--- config.mk ---
export PLATFORM = sky130hd
export DESIGN_NAME = heater_panel
export DESIGN_NICKNAME = d
export VERILOG_FILES = /design/src/design/panel_pkg.sv /design/src/design/heat_progress.sv /design/src/design/temp_alarm.sv /design/src/design/level_glyphs.sv /design/src/design/matrix_driver.sv /design/src/design/heater_panel.sv
export VERILOG_INCLUDE_DIRS = /design/src /design/src/design
export SDC_FILE = /design/constraint.sdc
export NUM_CORES = 1
export LEC_CHECK = 0
export ABC_AREA = 1
export BUFFER_PORTS_ARGS = -buffer_cell sky130_fd_sc_hd__buf_2
export CORE_MARGIN = 10
export CORE_UTILIZATION = 35
export DETAILED_ROUTE_END_ITERATION = 16
export GPL_ROUTABILITY_DRIVEN = 0
export PLACE_DENSITY_LB_ADDON = 0.25
export SLEW_MARGIN = 10
export SYNTH_ARGS = -nofsm -noshare
export SYNTH_HDL_FRONTEND = slang
export SYNTH_SLANG_ARGS = --single-unit
--- constraint.sdc ---
create_clock -name clk -period 3.6 [get_ports clk]
set_clock_uncertainty 0.1 [all_clocks]
set_input_delay 0.36 -clock clk [delete_from_list [all_inputs] [get_ports clk]]
set_output_delay 0.36 -clock clk [all_outputs]
set_load 0.01 [all_outputs]
--- src/design/panel_params.svh ---
`ifndef PANEL_PARAMS_SVH
`define PANEL_PARAMS_SVH

// matrix geometry, rows and columns alike
`define PANEL_ROWS 8

// heat level saturates here
`define PANEL_MAX_LEVEL 7

// enabled clocks per level step
`define HEAT_STEP_TICKS 16

// alarm hysteresis band on the temperature code
`define TEMP_HIGH 200
`define TEMP_LOW 180

`endif

--- src/design/panel_pkg.sv ---
`include "panel_params.svh"

package panel_pkg;

    // glyph table is indexed 0..15, so four bits
    typedef logic [3:0] level_t;

    typedef logic [$clog2(`PANEL_ROWS)-1:0] row_idx_t;

    // one column or row pattern of the matrix
    typedef logic [`PANEL_ROWS-1:0] col_t;

    typedef logic [7:0] temp_t; // sampled sensor code

endpackage

--- src/design/heat_progress.sv ---
`timescale 1ns/1ps
`include "panel_params.svh"

module heat_progress (
    input  logic              clk,
    input  logic              rst,
    input  logic              st,
    output panel_pkg::level_t level
);

    localparam int TICK_W = $clog2(`HEAT_STEP_TICKS);

    logic [TICK_W-1:0] tick;
    logic              step;
    logic              at_max;

    assign step   = (tick == TICK_W'(`HEAT_STEP_TICKS - 1));
    assign at_max = (level >= panel_pkg::level_t'(`PANEL_MAX_LEVEL));

    always_ff @(posedge clk or posedge rst)
    begin
        if (rst)
        begin
            tick  <= '0;
            level <= '0;
        end
        else if (!st)
        begin
            // heating off, start over from cold
            tick  <= '0;
            level <= '0;
        end
        else if (step)
        begin
            tick <= '0;
            if (!at_max)
            begin
                level <= level + 1'b1;
            end
        end
        else
        begin
            tick <= tick + 1'b1;
        end
    end

    level_in_range: assert property (
        @(posedge clk) disable iff (rst)
        level <= panel_pkg::level_t'(`PANEL_MAX_LEVEL)
    ) else $error("heat level %0d above max", level);

endmodule

--- src/design/temp_alarm.sv ---
`timescale 1ns/1ps
`include "panel_params.svh"

module temp_alarm (
    input  logic             clk,
    input  logic             rst,
    input  panel_pkg::temp_t temp_code,
    output logic             alarm
);

    logic too_hot;
    logic cooled;

    assign too_hot = (temp_code >= panel_pkg::temp_t'(`TEMP_HIGH));
    assign cooled  = (temp_code < panel_pkg::temp_t'(`TEMP_LOW));

    always_ff @(posedge clk or posedge rst)
    begin
        if (rst)
        begin
            alarm <= 1'b0;
        end
        else if (too_hot)
        begin
            alarm <= 1'b1;
        end
        else if (cooled)
        begin
            alarm <= 1'b0;
        end
        // inside the band, hold
    end

    alarm_follows_high: assert property (
        @(posedge clk) disable iff (rst)
        too_hot |=> alarm
    ) else $error("alarm missed a high temperature sample");

endmodule

--- src/design/level_glyphs.sv ---
`timescale 1ns/1ps

module level_glyphs (
    input  panel_pkg::level_t   level,
    input  panel_pkg::row_idx_t scan_row,
    output panel_pkg::col_t     glyph
);

    always_comb
    begin
        glyph = '0;
        case (level)
            4'd0:
            begin
                case (scan_row)
                    3'd2, 3'd5: glyph = 8'b0001_1000;
                    3'd3, 3'd4: glyph = 8'b0011_1100;
                    default:    glyph = 8'b0000_0000;
                endcase
            end
            4'd1:
            begin
                case (scan_row)
                    3'd2, 3'd5: glyph = 8'b0011_1000;
                    3'd3, 3'd4: glyph = 8'b0111_1100;
                    default:    glyph = 8'b0000_0000;
                endcase
            end
            4'd2:
            begin
                case (scan_row)
                    3'd2, 3'd5: glyph = 8'b0011_1100;
                    3'd3, 3'd4: glyph = 8'b0111_1110;
                    default:    glyph = 8'b0000_0000;
                endcase
            end
            4'd3:
            begin
                case (scan_row)
                    3'd1, 3'd6:             glyph = 8'b0011_1100;
                    3'd2, 3'd3, 3'd4, 3'd5: glyph = 8'b0111_1110;
                    default:                glyph = 8'b0000_0000;
                endcase
            end
            4'd4:
            begin
                case (scan_row)
                    3'd0, 3'd7: glyph = 8'b0011_1100;
                    3'd1, 3'd6: glyph = 8'b0111_1110;
                    default:    glyph = 8'b1111_1111; // middle four rows
                endcase
            end
            4'd5:
            begin
                glyph = 8'b1111_1111;
            end
            4'd6:
            begin
                // first flame
                case (scan_row)
                    3'd0:    glyph = 8'b1100_0011;
                    3'd1:    glyph = 8'b1110_0011;
                    3'd2:    glyph = 8'b1111_0001;
                    3'd3:    glyph = 8'b1110_0011;
                    3'd4:    glyph = 8'b1100_0111;
                    3'd5:    glyph = 8'b1110_0111;
                    3'd6:    glyph = 8'b1111_0111;
                    default: glyph = 8'b1111_1011;
                endcase
            end
            4'd7:
            begin
                case (scan_row)
                    3'd1:    glyph = 8'b0000_0001;
                    3'd2:    glyph = 8'b1000_0001;
                    3'd3:    glyph = 8'b1100_0011;
                    3'd4:    glyph = 8'b1000_0011;
                    3'd5:    glyph = 8'b1100_0111;
                    3'd6:    glyph = 8'b1110_0111;
                    3'd7:    glyph = 8'b1111_0011;
                    default: glyph = 8'b0000_0000; // top row dark
                endcase
            end
            default:
            begin
                glyph = 8'b0000_0000; // levels 8 and up unused
            end
        endcase
    end

endmodule

--- src/design/matrix_driver.sv ---
`timescale 1ns/1ps
`include "panel_params.svh"

module matrix_driver (
    input  logic                clk,
    input  logic                rst,
    input  logic                alarm,
    input  panel_pkg::col_t     glyph,
    output panel_pkg::row_idx_t scan_row,
    output panel_pkg::col_t     row,
    output panel_pkg::col_t     colg,
    output panel_pkg::col_t     colr
);

    logic last_row;

    assign last_row = (scan_row == panel_pkg::row_idx_t'(`PANEL_ROWS - 1));

    always_ff @(posedge clk or posedge rst)
    begin
        if (rst)
        begin
            scan_row <= '0;
        end
        else if (last_row)
        begin
            scan_row <= '0;
        end
        else
        begin
            scan_row <= scan_row + 1'b1;
        end
    end

    // rows are active low, one lit per clock
    always_ff @(posedge clk or posedge rst)
    begin
        if (rst)
        begin
            row  <= '1;
            colg <= '0;
            colr <= '0;
        end
        else
        begin
            row  <= ~(panel_pkg::col_t'(1) << scan_row);
            colg <= glyph;
            colr <= alarm ? glyph : '0; // red over green gives amber
        end
    end

    one_row_lit: assert property (
        @(posedge clk) disable iff (rst)
        !rst |=> $onehot(~row)
    ) else $error("row pattern %b not a single active row", row);

endmodule

--- src/design/heater_panel.sv ---
`timescale 1ns/1ps

module heater_panel (
    input  logic             clk,
    input  logic             rst,
    input  logic             st,
    input  panel_pkg::temp_t temp_code,
    output panel_pkg::col_t  row,
    output panel_pkg::col_t  colg,
    output panel_pkg::col_t  colr
);

    panel_pkg::level_t   level;
    panel_pkg::row_idx_t scan_row;
    panel_pkg::col_t     glyph;
    logic                alarm;

    heat_progress heat_progress_inst (
        .clk   (clk),
        .rst   (rst),
        .st    (st),
        .level (level)
    );

    temp_alarm temp_alarm_inst (
        .clk       (clk),
        .rst       (rst),
        .temp_code (temp_code),
        .alarm     (alarm)
    );

    level_glyphs level_glyphs_inst (
        .level    (level),
        .scan_row (scan_row),
        .glyph    (glyph)
    );

    matrix_driver matrix_driver_inst (
        .clk      (clk),
        .rst      (rst),
        .alarm    (alarm),
        .glyph    (glyph),
        .scan_row (scan_row),
        .row      (row),
        .colg     (colg),
        .colr     (colr)
    );

endmodule

==> results of run 1 <==
[worst register-to-register path: stages, from the launching register on]
cell and delay [ns]:
dfrtp_1 0.61, inv_4 0.09, ha_1 0.23, a21oi_2 0.15, nand3_1 0.11, nand2_1 0.11
nand2_2 0.06, nor2_2 0.15, a21oi_1 0.09
[cell families (layout without fill, tap and decap cells)]
kind of cell,Yosys count,in the layout,synth area share [%]
AND/OR/NAND/NOR,98,98,24.3
flip-flops,36,36,51.2
buffers and inverters,36,76,8.16
AO/OA/AOI/OAI,22,22,6.75
adder cells (fa/ha/maj),13,13,9.14
XOR/XNOR,1,1,0.492
[layer usage]
metal,vias up,wire length [um]
met5,-,0
met1,595,1470
met3,5,249
met4,0,47
li1,720,-
met2,26,1710
[synthesized netlist by cell type, drive strengths merged]
cell	number
and2	1
a31oi	1
clkinv	1
o211ai	1
dfrtp	28
xor2	1
inv	34
or2	1
ha	13
a21oi	8
nand3	18
buf	1
o21ai	11
dfstp	8
nor3	1
nand2	47
nor2	30
a211oi	1
[layout make-up]
type                            instances  area share (%)
Timing Repair Buffer                   33            7.96
Sequential cell                        36            43.2
Clock inverter                          3           0.891
Tap cell                               67            3.98
Inverter                               35            6.35
Clock buffer                            5            3.27
Multi-Input combinational cell        134            34.3
[final timing paths]
path                       cells after the start                    endpoint
setup / recovery                               8  matrix_driver_inst.colr[4]
hold / removal                                 3  matrix_driver_inst.colg[7]
setup reg to reg                               8  matrix_driver_inst.colr[4]
hold reg to reg                                1  heat_progress_inst.tick[0]
max in group asynchronous                      3   matrix_driver_inst.row[0]
min in group clk                               3       temp_alarm_inst.alarm
[power by group]
part,switching [uW],internal [uW],leakage [uW]
Combinational,14.7,7.33,0.000731
Sequential,2.13,408,0.000468
Clock,142,135,0.0000479
Total,159,550,0.00125
[metrics by stage]
stage	util [%]	std cells	setup slack, ns	hold WS, ns
after floorplan	-	206	1.96	0.333
after global placement	41.9	305	1.81	0.351
after detailed placement	41.9	305	1.77	0.357
after CTS	43.7	313	1.76	0.0688
after global routing	43.7	313	1.57	0.0927
final	43.7	313	1.78	0.0535
[cells in the final DEF, fill, tap and decap left out, types with 2 or more instances in the layout]
master / instances
dfrtp_1: 28
a21oi_1: 7
o21ai_0: 10
buf_2: 32
nand2_1: 44
clkinv_2: 2
ha_1: 13
clkbuf_8: 5
dfstp_2: 8
nor2_1: 26
nand3_1: 18
nor2_2: 3
nand2_4: 2
inv_1: 32
[sequential cells by signal, summed over array words and instances, names as in the netlist]
name and cells:
matrix_driver_inst.scan_row 3, heat_progress_inst.level 4, matrix_driver_inst.colr 8, temp_alarm_inst.alarm 1, heat_progress_inst.tick 4, matrix_driver_inst.row 8, matrix_driver_inst.colg 8
==> impl_results.md, run 1 <==
* GRT met2 Usage at 16.2%
* Initial Util at 36.9%
* Final setup fails at 0
* GRT Overall Usage at 8.96%
* YS warnings at 0
* Fin area at 2110 um^2
* Pwr dens at about 340 nW/um^2
* RSZ-0062 raised after global routing: no
* CP max stage delay at 0.61 ns
* Power, Total at 709 uW
* Row Count at 25
* Final min period at 1.82 ns
* Via count at between 1000 and 1500
* Max-Cap Viols at 0
* Slew @ Worst Pin at 0.431 ns
* CP startpoint: matrix_driver_inst.scan_row[2]
* Reg2Reg Launch Point: matrix_driver_inst.scan_row[2]
* Filler cells at approximately 490
* Vias per cell at 4.30
* Core footprint at 4820 um^2
* DR pass1 iterations at 5
* Syn-to-layout area delta at 18.4%
* Register area share after synthesis at 51.2%
* Critical path's top delay family: flip-flops
* Number of clock sinks at 36
* CTS buffer count at 5
* Worst skew pair latency at 0.28 ns
* # resized after CTS at 0
* Clk buf depth at 2
* Chip Width at 91.3 um
* M1 GR Usage at under 10%
* CP max FO at 10
* Slew Limit Fails at 0
* CP required at 3.66 ns
* Critical Setup Path Class: reg -> reg
* Met3 Resource Use GR at 3.70%
* Max VDD drop at 0.000146 V
* Layout net count at about 270
* WL/cell at 11.1 um
* Drt first-iter violations at 77
* Slew headroom at 71.2%
* Buf/Inv on CP at 1
* Hold_buf cts at 0
* Clock transition at the registers of the reported paths at 0.07 ns
* Drt drc at 0
* Setup Buffers After CTS at 0
* Final Hold Viols at 0
* Die Span Y at slightly above 90 um
* Area share of the largest cell type after synthesis at 39.4%
* Post-Syn Area per Cell at approximately 8.6 um^2
* Vias in the first global route at 1440
* GR Overflow Total at 0
* Share of layout cells above drive strength 1 at 24.8%
* Status: finished, final reports clean
* Ratio of final minimum period to clock period at 50.6%
* WL final at 3480 um
* DP HPWL at 2810 um
* Area after DPL at approximately 2000 um^2
* Die area at 8340 um^2
* Area of the mapped netlist at between 1500 and 2000 um^2
* Tightest Hold Check Type: in -> async
* FF+latch count, synth at 36
* # H-tree levels at 2
* Total leakage power at about 0.0012 uW
* Initial antenna violation count at 0
* FF-to-FF setup slack at 1.78 ns
* Slowest CP cell: dfrtp_1
* TNS Setup at 0 ns
* Register Area at 911 um^2
* Data arrival time of the worst path at 1.88 ns
* Synth area leader: dfrtp_1
* Worst Setup End Kind: flop
* Post-route ant nets at 0
* Wire length of the first global-routing pass at 6330 um
* CTS tree: built
* Grt peak-use layer: met2
* Distinct cells, synth at 26
* Post-Syn Nets at 230
* Synthesized netlist cell count at just over 200
* N_diodes at 0
* Root Buffer: clkbuf_8
* Port bufs at 32
* Ports at 35
* Multi-input logic area at roughly 720 um^2
* Leading post-synthesis cells by cell area: dfrtp_1 39%, dfstp_2 12%, nand2_1 9.3%
* Crit-path cells: inv_4 > ha_1 > a21oi_2 > nand3_1 > nand2_1 > nand2_2 > nor2_2 > a21oi_1
* CP Launch Type: flop
* Largest net degree at the start of global routing at 37
* Max frequency at 549 MHz
No activity file was read; power rests on OpenSTA's default activity.
==> run 2: changes to the inputs <==
Clock period 3.6 ns to 1.54 ns, I/O delays scaled along.
==> run 2 against run 1 <==
Against the previous run: the run now ends with setup timing left; worst hold slack got worse by 0.044 ns; register-to-register slack got worse by 1.9 ns; power increased by 140%; highest routed layer unchanged.
==> impl_results.md, run 2 (synthesis gave the netlist of run 1 again) <==
* WL final at 3930 um (+13%)
* Final min period at 1.70 ns (-0.119 ns)
* Failing checks: setup timing
* Status: finished, violations left
* Post-route ant nets at 0 (unchanged)
* GR Overflow Total at 0 (unchanged)
* Clk buf depth at 2 (unchanged)
* Fin Hold WS at 0.00940 ns (-0.0441 ns)
* Logic gate share of total power at 3.4% (+0.3 points)
* Final setup fails at 16 (+16)
* N_diodes at 0 (unchanged)
* Worst Setup End Kind: flop
* Initial antenna violation count at 0 (unchanged)
* FF-to-FF setup slack at -0.16 ns (-1.94 ns)
* Die area at 8340 um^2 (unchanged)
* Ratio of final minimum period to clock period at 110% (+60 points)
* CP max FO at 4 (-6)
* Final Hold Viols at 0 (unchanged)
* DP HPWL at 2900 um (+3.1%)
* Chip Width at 91.3 um (unchanged)
* Worst skew pair latency at 0.29 ns (about the same)
* DR pass1 iterations at 4 (-1)
* Number of clock sinks at 36 (unchanged)
* Die Span Y at 91.3 um (unchanged)
* Worst setup path endpoint: matrix_driver_inst.colr[5]
* Clock power share at 39.2% (about the same)
* CTS buffer count at 5 (unchanged)
* Initial Util at 36.9% (unchanged)
* CP startpoint: matrix_driver_inst.scan_row[1]
* Drt first-iter violations at 95 (+23%)
* Core footprint at 4820 um^2 (unchanged)
* Slew Limit Fails at 0 (unchanged)
* Port bufs at 32 (unchanged)
* WL/cell at 11.4 um (+2.2%)
* # H-tree levels at 2 (unchanged)
* Clock transition at the registers of the reported paths at 0.07 ns (about the same)
* Max VDD drop at 0.000228 V (+56%)
* Multi-input logic area at 907 um^2 (+25%)
* CP Launch Type: flop
* Syn-to-layout area delta at 43.9%
* NetSw at 381 uW (+140%)
* Power, Total at 1670 uW (+140%)
* Critical R2R Capture: matrix_driver_inst.colr[5]
* Most frequent cells in the layout: 32 x buf_2, 30 x nand2_1, 30 x buf_4, 26 x inv_1, 26 x dfrtp_1
* Critical Setup Path Class: reg -> reg
* Root Buffer: clkbuf_8
* Placed cells at 330 (+8.2%)
* Filler cells at 459 (-5.9%)
* Switch share at 22.8% (+0.33 points)
* Slew headroom at 71.2% (about the same)
* Drt drc at 0 (unchanged)
* Ports at 35 (unchanged)
* Non-Filler Instances at 346 (+11%)
* Row Count at 25 (unchanged)
* Max frequency at 588 MHz (+7.0%)
* Total leakage power at 0.00143 uW (+15%)
* Internal Pwr Total at 1290 uW (+130%)
* Sequential power share at 57.4% (-0.4 points)
* Tightest Hold Check Type: in -> reg
* Wire length of the first global-routing pass at 6850 um (+8.3%)
* Final WS setup at -0.161 ns (-1.94 ns)
* Reg2Reg Launch Point: matrix_driver_inst.scan_row[1]
* Via count at 1504 (+12%)
* Share of layout cells above drive strength 1 at 48.4% (+24 points)
* Most common cell after layout, fill and taps aside: buf_2
* CTS tree: built
* Data arrival time of the worst path at 1.80 ns (-0.08 ns)
* RSZ-0062 raised after global routing: yes
* CP required at 1.64 ns (-2.02 ns)
* Vias per cell at 4.35 (+1.1%)
* Slew @ Worst Pin at 0.431 ns (-0.0000616 ns)
* Largest net degree at the start of global routing at 37 (unchanged)
* Max-Cap Viols at 0 (unchanged)
* Register Area at 913 um^2 (+0.27%)
* R2R cell count at 9 (+1)
* Final Core Density at 53.1% (+9.4 points)
* GRT Overall Usage at 9.87% (+0.91 points)
* Layout net count at 302 (+12%)
* Pwr dens at 653 nW/um^2 (+94%)
* Largest regs: matrix_driver_inst.colg: 8 flops, matrix_driver_inst.colr: 8 flops, matrix_driver_inst.row: 8 flops
* Vias in the first global route at 1540 (+6.9%)
-- run 2: cell type report --
type                       count  share of cell area, %
clock buffer                   5                   2.69
inverter                      35                   5.52
timing repair buffer          66                   16.7
sequential                    36                   35.7
clock inverter                 3                  0.733
tap                           67                   3.27
multi-input combinational    134                   35.4
-- run 2: critical path: stages (launching register included) --
cell and delay, ns:
dfrtp_2 0.45, inv_4 0.06, buf_4 0.13, buf_4 0.11, buf_4 0.12, ha_1 0.18, nor2_1 0.13, nor2_1 0.07
and2_4 0.13, a21oi_1 0.15
-- run 2: how the worst min path moves through the flow --
stage | startpoint | to | slack, ns | cells after the start
CTS | temp_code[7] | temp_alarm_inst.alarm | 0.006 | 3
floorplan | st | heat_progress_inst.tick[1] | 0.16 | 2
global route | temp_code[7] | temp_alarm_inst.alarm | 0.05 | 3
finish | temp_code[7] | temp_alarm_inst.alarm | 0.009 | 3
global placement | rst | matrix_driver_inst.colg[7] | 0.17 | 3
detailed placement | rst | matrix_driver_inst.colg[7] | 0.17 | 3
-- run 2: what timing repair did --
action | in CTS | in global routing
hold buffers | 3 | 0
hold endpoints to repair | 30 | 0
pin swaps | 6 | 20
resized for setup | 26 | 30
setup endpoints to repair | 16 | 18
setup buffers | 1 | 4
-- run 2: metal layers --
metal	global-route usage, %	part of all wire, %	routed length [um]
met1	11.0	42	1650
met2	16.7	51	2020
met3	3.37	4.7	186
met4	4.44	1.8	69
met5	0	0	0
-- run 2: stage by stage --
stage	setup slack, ns	area, um^2	TNS (ns)
floorplan	-0.0164	1790	-0.0176
global placement	-0.160	2220	-1.88
detailed placement	-0.199	2220	-2.27
CTS	-0.116	2440	-0.954
global route	-0.251	2560	-2.97
finish	-0.161	2560	-1.34
-- run 2: power groups by stage --
| stage | clock [uW] | combinational, uW | sequential (uW) |
|---|---|---|---|
| floorplan | 0 | 32.0 | 975 |
| detailed placement | 0 | 53.4 | 976 |
| CTS | 671 | 59.4 | 959 |
| global route | 729 | 68.9 | 959 |
| finish | 656 | 57.3 | 959 |
| global placement | 0 | 53.1 | 976 |
==> run 3: changes to the inputs <==
Settings changed: CORE_ASPECT_RATIO from default to 0.7, RECOVER_POWER from default to 100, SYNTH_HIERARCHICAL from default to 1.
==> run 3 against run 2 <==
Against the previous run: the run now ends clean; synthesized area up 1.8%; worst hold slack better by 0.012 ns; sequential power up 0.4%; count of clock-buffer cells in the layout up 2; routed wire length down 6.0%; synthesized cell count up 1.9%; cell count down 4.9%; register-to-register slack better by 0.18 ns; power up 2.6%; largest cell class unchanged; highest routed layer unchanged.
==> impl_results.md, run 3 <==
* Status: finished, final reports clean
* Worst skew pair latency at 0.29 ns (about the same)
* CP startpoint: matrix_driver_inst/scan_row[2]
* Register area share after synthesis at 50.3% (-0.88 points)
* Synth area leader: dfrtp_1
* Total leakage power at 0.00120 uW (-16%)
* Count leader, synth: nand2_1
* DP HPWL at 2840 um (-2.1%)
* Asr flop ratio synth at 100% (unchanged)
* WL final at 3700 um (-6.0%)
* Share of layout cells above drive strength 1 at 30.8% (-18 points)
* Final min period at 1.52 ns (-0.179 ns)
* GRT met2 Usage at 13.4% (-3.3 points)
* Chip Width at 106 um (+16%)
* Sequential power share at 56.2% (-1.2 points)
* Final Hold Viols at 0 (unchanged)
* Die area at 8500 um^2 (+1.9%)
* Main synth FF type: dfrtp_1
* Internal Pwr Total at 1340 uW (+3.7%)
* Data arrival time of the worst path at 1.60 ns (-0.20 ns)
* Core footprint at 4890 um^2 (+1.5%)
* Slowest CP cell: dfrtp_2
* Clock transition at the registers of the reported paths at 0.07 ns (about the same)
* Post-synthesis adder-cell area fraction at 8.98% (-0.16 points)
* RSZ-0062 raised after global routing: yes
* Post-route ant nets at 0 (unchanged)
* Critical Setup Path Class: reg -> reg
* WL/cell at 11.2 um (-1.1%)
* Register Area at 916 um^2 (+0.27%)
* Pre-CTS setup slack at -0.0119 ns (+0.187 ns)
* # H-tree levels at 2 (unchanged)
* FF+latch count, synth at 36 (unchanged)
* Post-synthesis mux area share at 0% (unchanged)
* Worst hold start: temp_code[3]
* CP required at 1.62 ns (-0.02 ns)
* NetSw at 377 uW (-1.1%)
* Max frequency at 657 MHz (+12%)
* Post-Syn Nets at 234 (+1.7%)
* Drt first-iter violations at 50 (-47%)
* Largest regs: matrix_driver_inst/colg: 8 flops, matrix_driver_inst/colr: 8 flops, matrix_driver_inst/row: 8 flops
* Layout net count at 283 (-6.3%)
* Syn-to-layout area delta at 27.0%
* Reg2Reg Launch Point: matrix_driver_inst/scan_row[2]
* Slew @ Worst Pin at 0.647 ns (+0.215 ns)
* GRT Overall Usage at 9.04% (-0.83 points)
* Ratio of final minimum period to clock period at 98.9% (-12 points)
* Distinct cells, synth at 25 (-3.8%)
* Slew Limit Fails at 0 (unchanged)
* Leading post-synthesis cells by cell area: dfrtp_1 39%, dfstp_2 12%, nand2_1 10%
* CP max stage delay at 0.44 ns (about the same)
* Multi-input logic area at 816 um^2 (-10%)
* Via count at 1433 (-4.7%)
* Max-Cap Viols at 0 (unchanged)
* Power, Total at 1720 uW (+2.6%)
* Final WS setup at 0.0177 ns (+0.179 ns)
* Tightest Hold Check Type: in -> reg
* Max VDD drop at 0.000335 V (+47%)
* Grt peak-use layer: met2
* CP max FO at 5 (+1)
* CTS tree: built
* Slew headroom at 56.9% (-14 points)
* Largest net degree at the start of global routing at 28 (-24%)
* N_diodes at 0 (unchanged)
* Clock power share at 40.4% (+1.2 points)
* Pwr dens at 746 nW/um^2 (+14%)
* Number of clock sinks at 36 (unchanged)
* Top post-synthesis cells by count: 49 x nand2_1, 37 x inv_1, 28 x dfrtp_1
* Wire length of the first global-routing pass at 6330 um (-7.5%)
* Vias in the first global route at 1400 (-9.1%)
* DR pass1 iterations at 4 (unchanged)
* Logic gate share of total power at 3.5% (about the same)
* Drt drc at 0 (unchanged)
* Post-synthesis compound-gate area fraction at 5.32% (-1.4 points)
* Die Span Y at 80.2 um (-12%)
* Final setup fails at 0 (-16)
* Port bufs at 32 (unchanged)
* Initial antenna violation count at 0 (unchanged)
* Post-Syn Area per Cell at 8.62 um^2 (-0.18%)
* Met3 Resource Use GR at 3.35% (-0.025 points)
* Vias per cell at 4.36 (+0.20%)
* XOR/XNOR Fraction of Synth Area at 0.484% (-0.0085 points)
* Synthesized netlist cell count at 210 (+1.9%)
* CP Launch Type: flop
* Most frequent cells in the layout: 47 x nand2_1, 33 x inv_1, 24 x dfrtp_1, 18 x clkbuf_1, 18 x nor2_1
* Root Buffer: clkbuf_8
* YS warnings at 6 (+6)
* Filler cells at 503 (+9.6%)
* Post-synth EDFFs at 0 (unchanged)
* Area of the mapped netlist at 1810 um^2 (+1.8%)
* Ports at 35 (unchanged)
* GR Overflow Total at 0 (unchanged)
* Crit-path cells: inv_2 > ha_4 > inv_4 > buf_4 > nand3_2 > nand2_4 > nand3b_1 > nand2_1 > inv_1
* Row Count at 21 (-16%)
* Clk buf depth at 2 (unchanged)
* Area share of the largest cell type after synthesis at 38.7% (-0.68 points)
* CTS buffer count at 5 (unchanged)
* Largest family of logic cells by synthesized area: simple AND/OR/NAND/NOR gates
* Most common cell after layout, fill and taps aside: nand2_1
* Simple-gate area share of the yosys netlist at 26.5% (+2.2 points)
* Worst Setup End Kind: flop
* Initial Util at 37.0% (+0.11 points)
* M1 GR Usage at 11.5% (+0.57 points)
* Switch share at 22.0% (-0.82 points)
==> run 3: power by group through the flow <==
stage	registers [uW]	logic, uW	clock network [uW]
3_5_place_dp	981	59.3	0
3_3_place_gp	980	57.6	0
5_1_grt	964	69.5	761
2_1_floorplan	976	41.3	0
4_1_cts	963	63.2	723
6_report	963	59.5	693
==> run 3: area by class of cell <==
type	instances	share of cell area (%)
multi-input combinational	134	35.5
clock inverter	1	0.327
inverter	38	6.42
tap	69	3.76
clock buffer	7	3.76
timing repair buffer	44	10.4
sequential	36	39.8
==> run 3: final timing paths <==
path | cells past startpoint | slack, ns | to
min | 3 | 0.02 | temp_alarm_inst/alarm
max | 9 | 0.02 | matrix_driver_inst/colr[5]
min in group asynchronous | 3 | 0.16 | temp_alarm_inst/alarm
max in group asynchronous | 4 | 0.39 | matrix_driver_inst/scan_row[1]
max reg2reg | 9 | 0.02 | matrix_driver_inst/colr[5]
min reg2reg | 1 | 0.36 | heat_progress_inst/tick[0]
==> run 3: cell families (layout without fill, tap and decap cells) <==
family	after synthesis	count (layout)
AO/OA/AOI/OAI	16	16
XOR/XNOR	1	1
adder cells (fa/ha/maj)	13	13
buffers and inverters	40	90
flip-flops	36	36
AND/OR/NAND/NOR	104	104
==> run 3: metrics by stage <==
stage | setup TNS [ns] | instance area (um^2) | util [%] | hold WS, ns | std cells
after floorplan | 0 | 1830 | - | -0.217 | 210
after global placement | 0 | 2140 | 43.7 | -0.0927 | 318
after detailed placement | -0.0119 | 2140 | 43.7 | -0.0837 | 318
after CTS | 0 | 2260 | 46.2 | 0.0143 | 328
after global routing | -0.495 | 2300 | 47.0 | 0.0257 | 329
final | 0 | 2300 | 47.0 | 0.0213 | 329
==> run 3: per-layer routing <==
metal,wire length (um),part of all wire [%]
met1,1840,50
met2,1570,43
met3,229,6.2
met4,57,1.5
met5,0,0
==> run 3: worst max-delay path, delay by kind of cell (launching register included) <==
| kind | cells | cell delay [ns] |
|---|---|---|
| adders and majority gates | 1 | 0.23 |
| and+or+nand+nor | 4 | 0.35 |
| buffers and inverters | 4 | 0.30 |
| DFF | 1 | 0.44 |
==> run 3: timing repair <==
action                                 CTS  global route
pin swaps                                0             9
setup buffers                            0             1
gates resized for setup                  1            22
hold buffers                             2             0
endpoints found under the hold margin   29             0
setup endpoints to repair                1            10
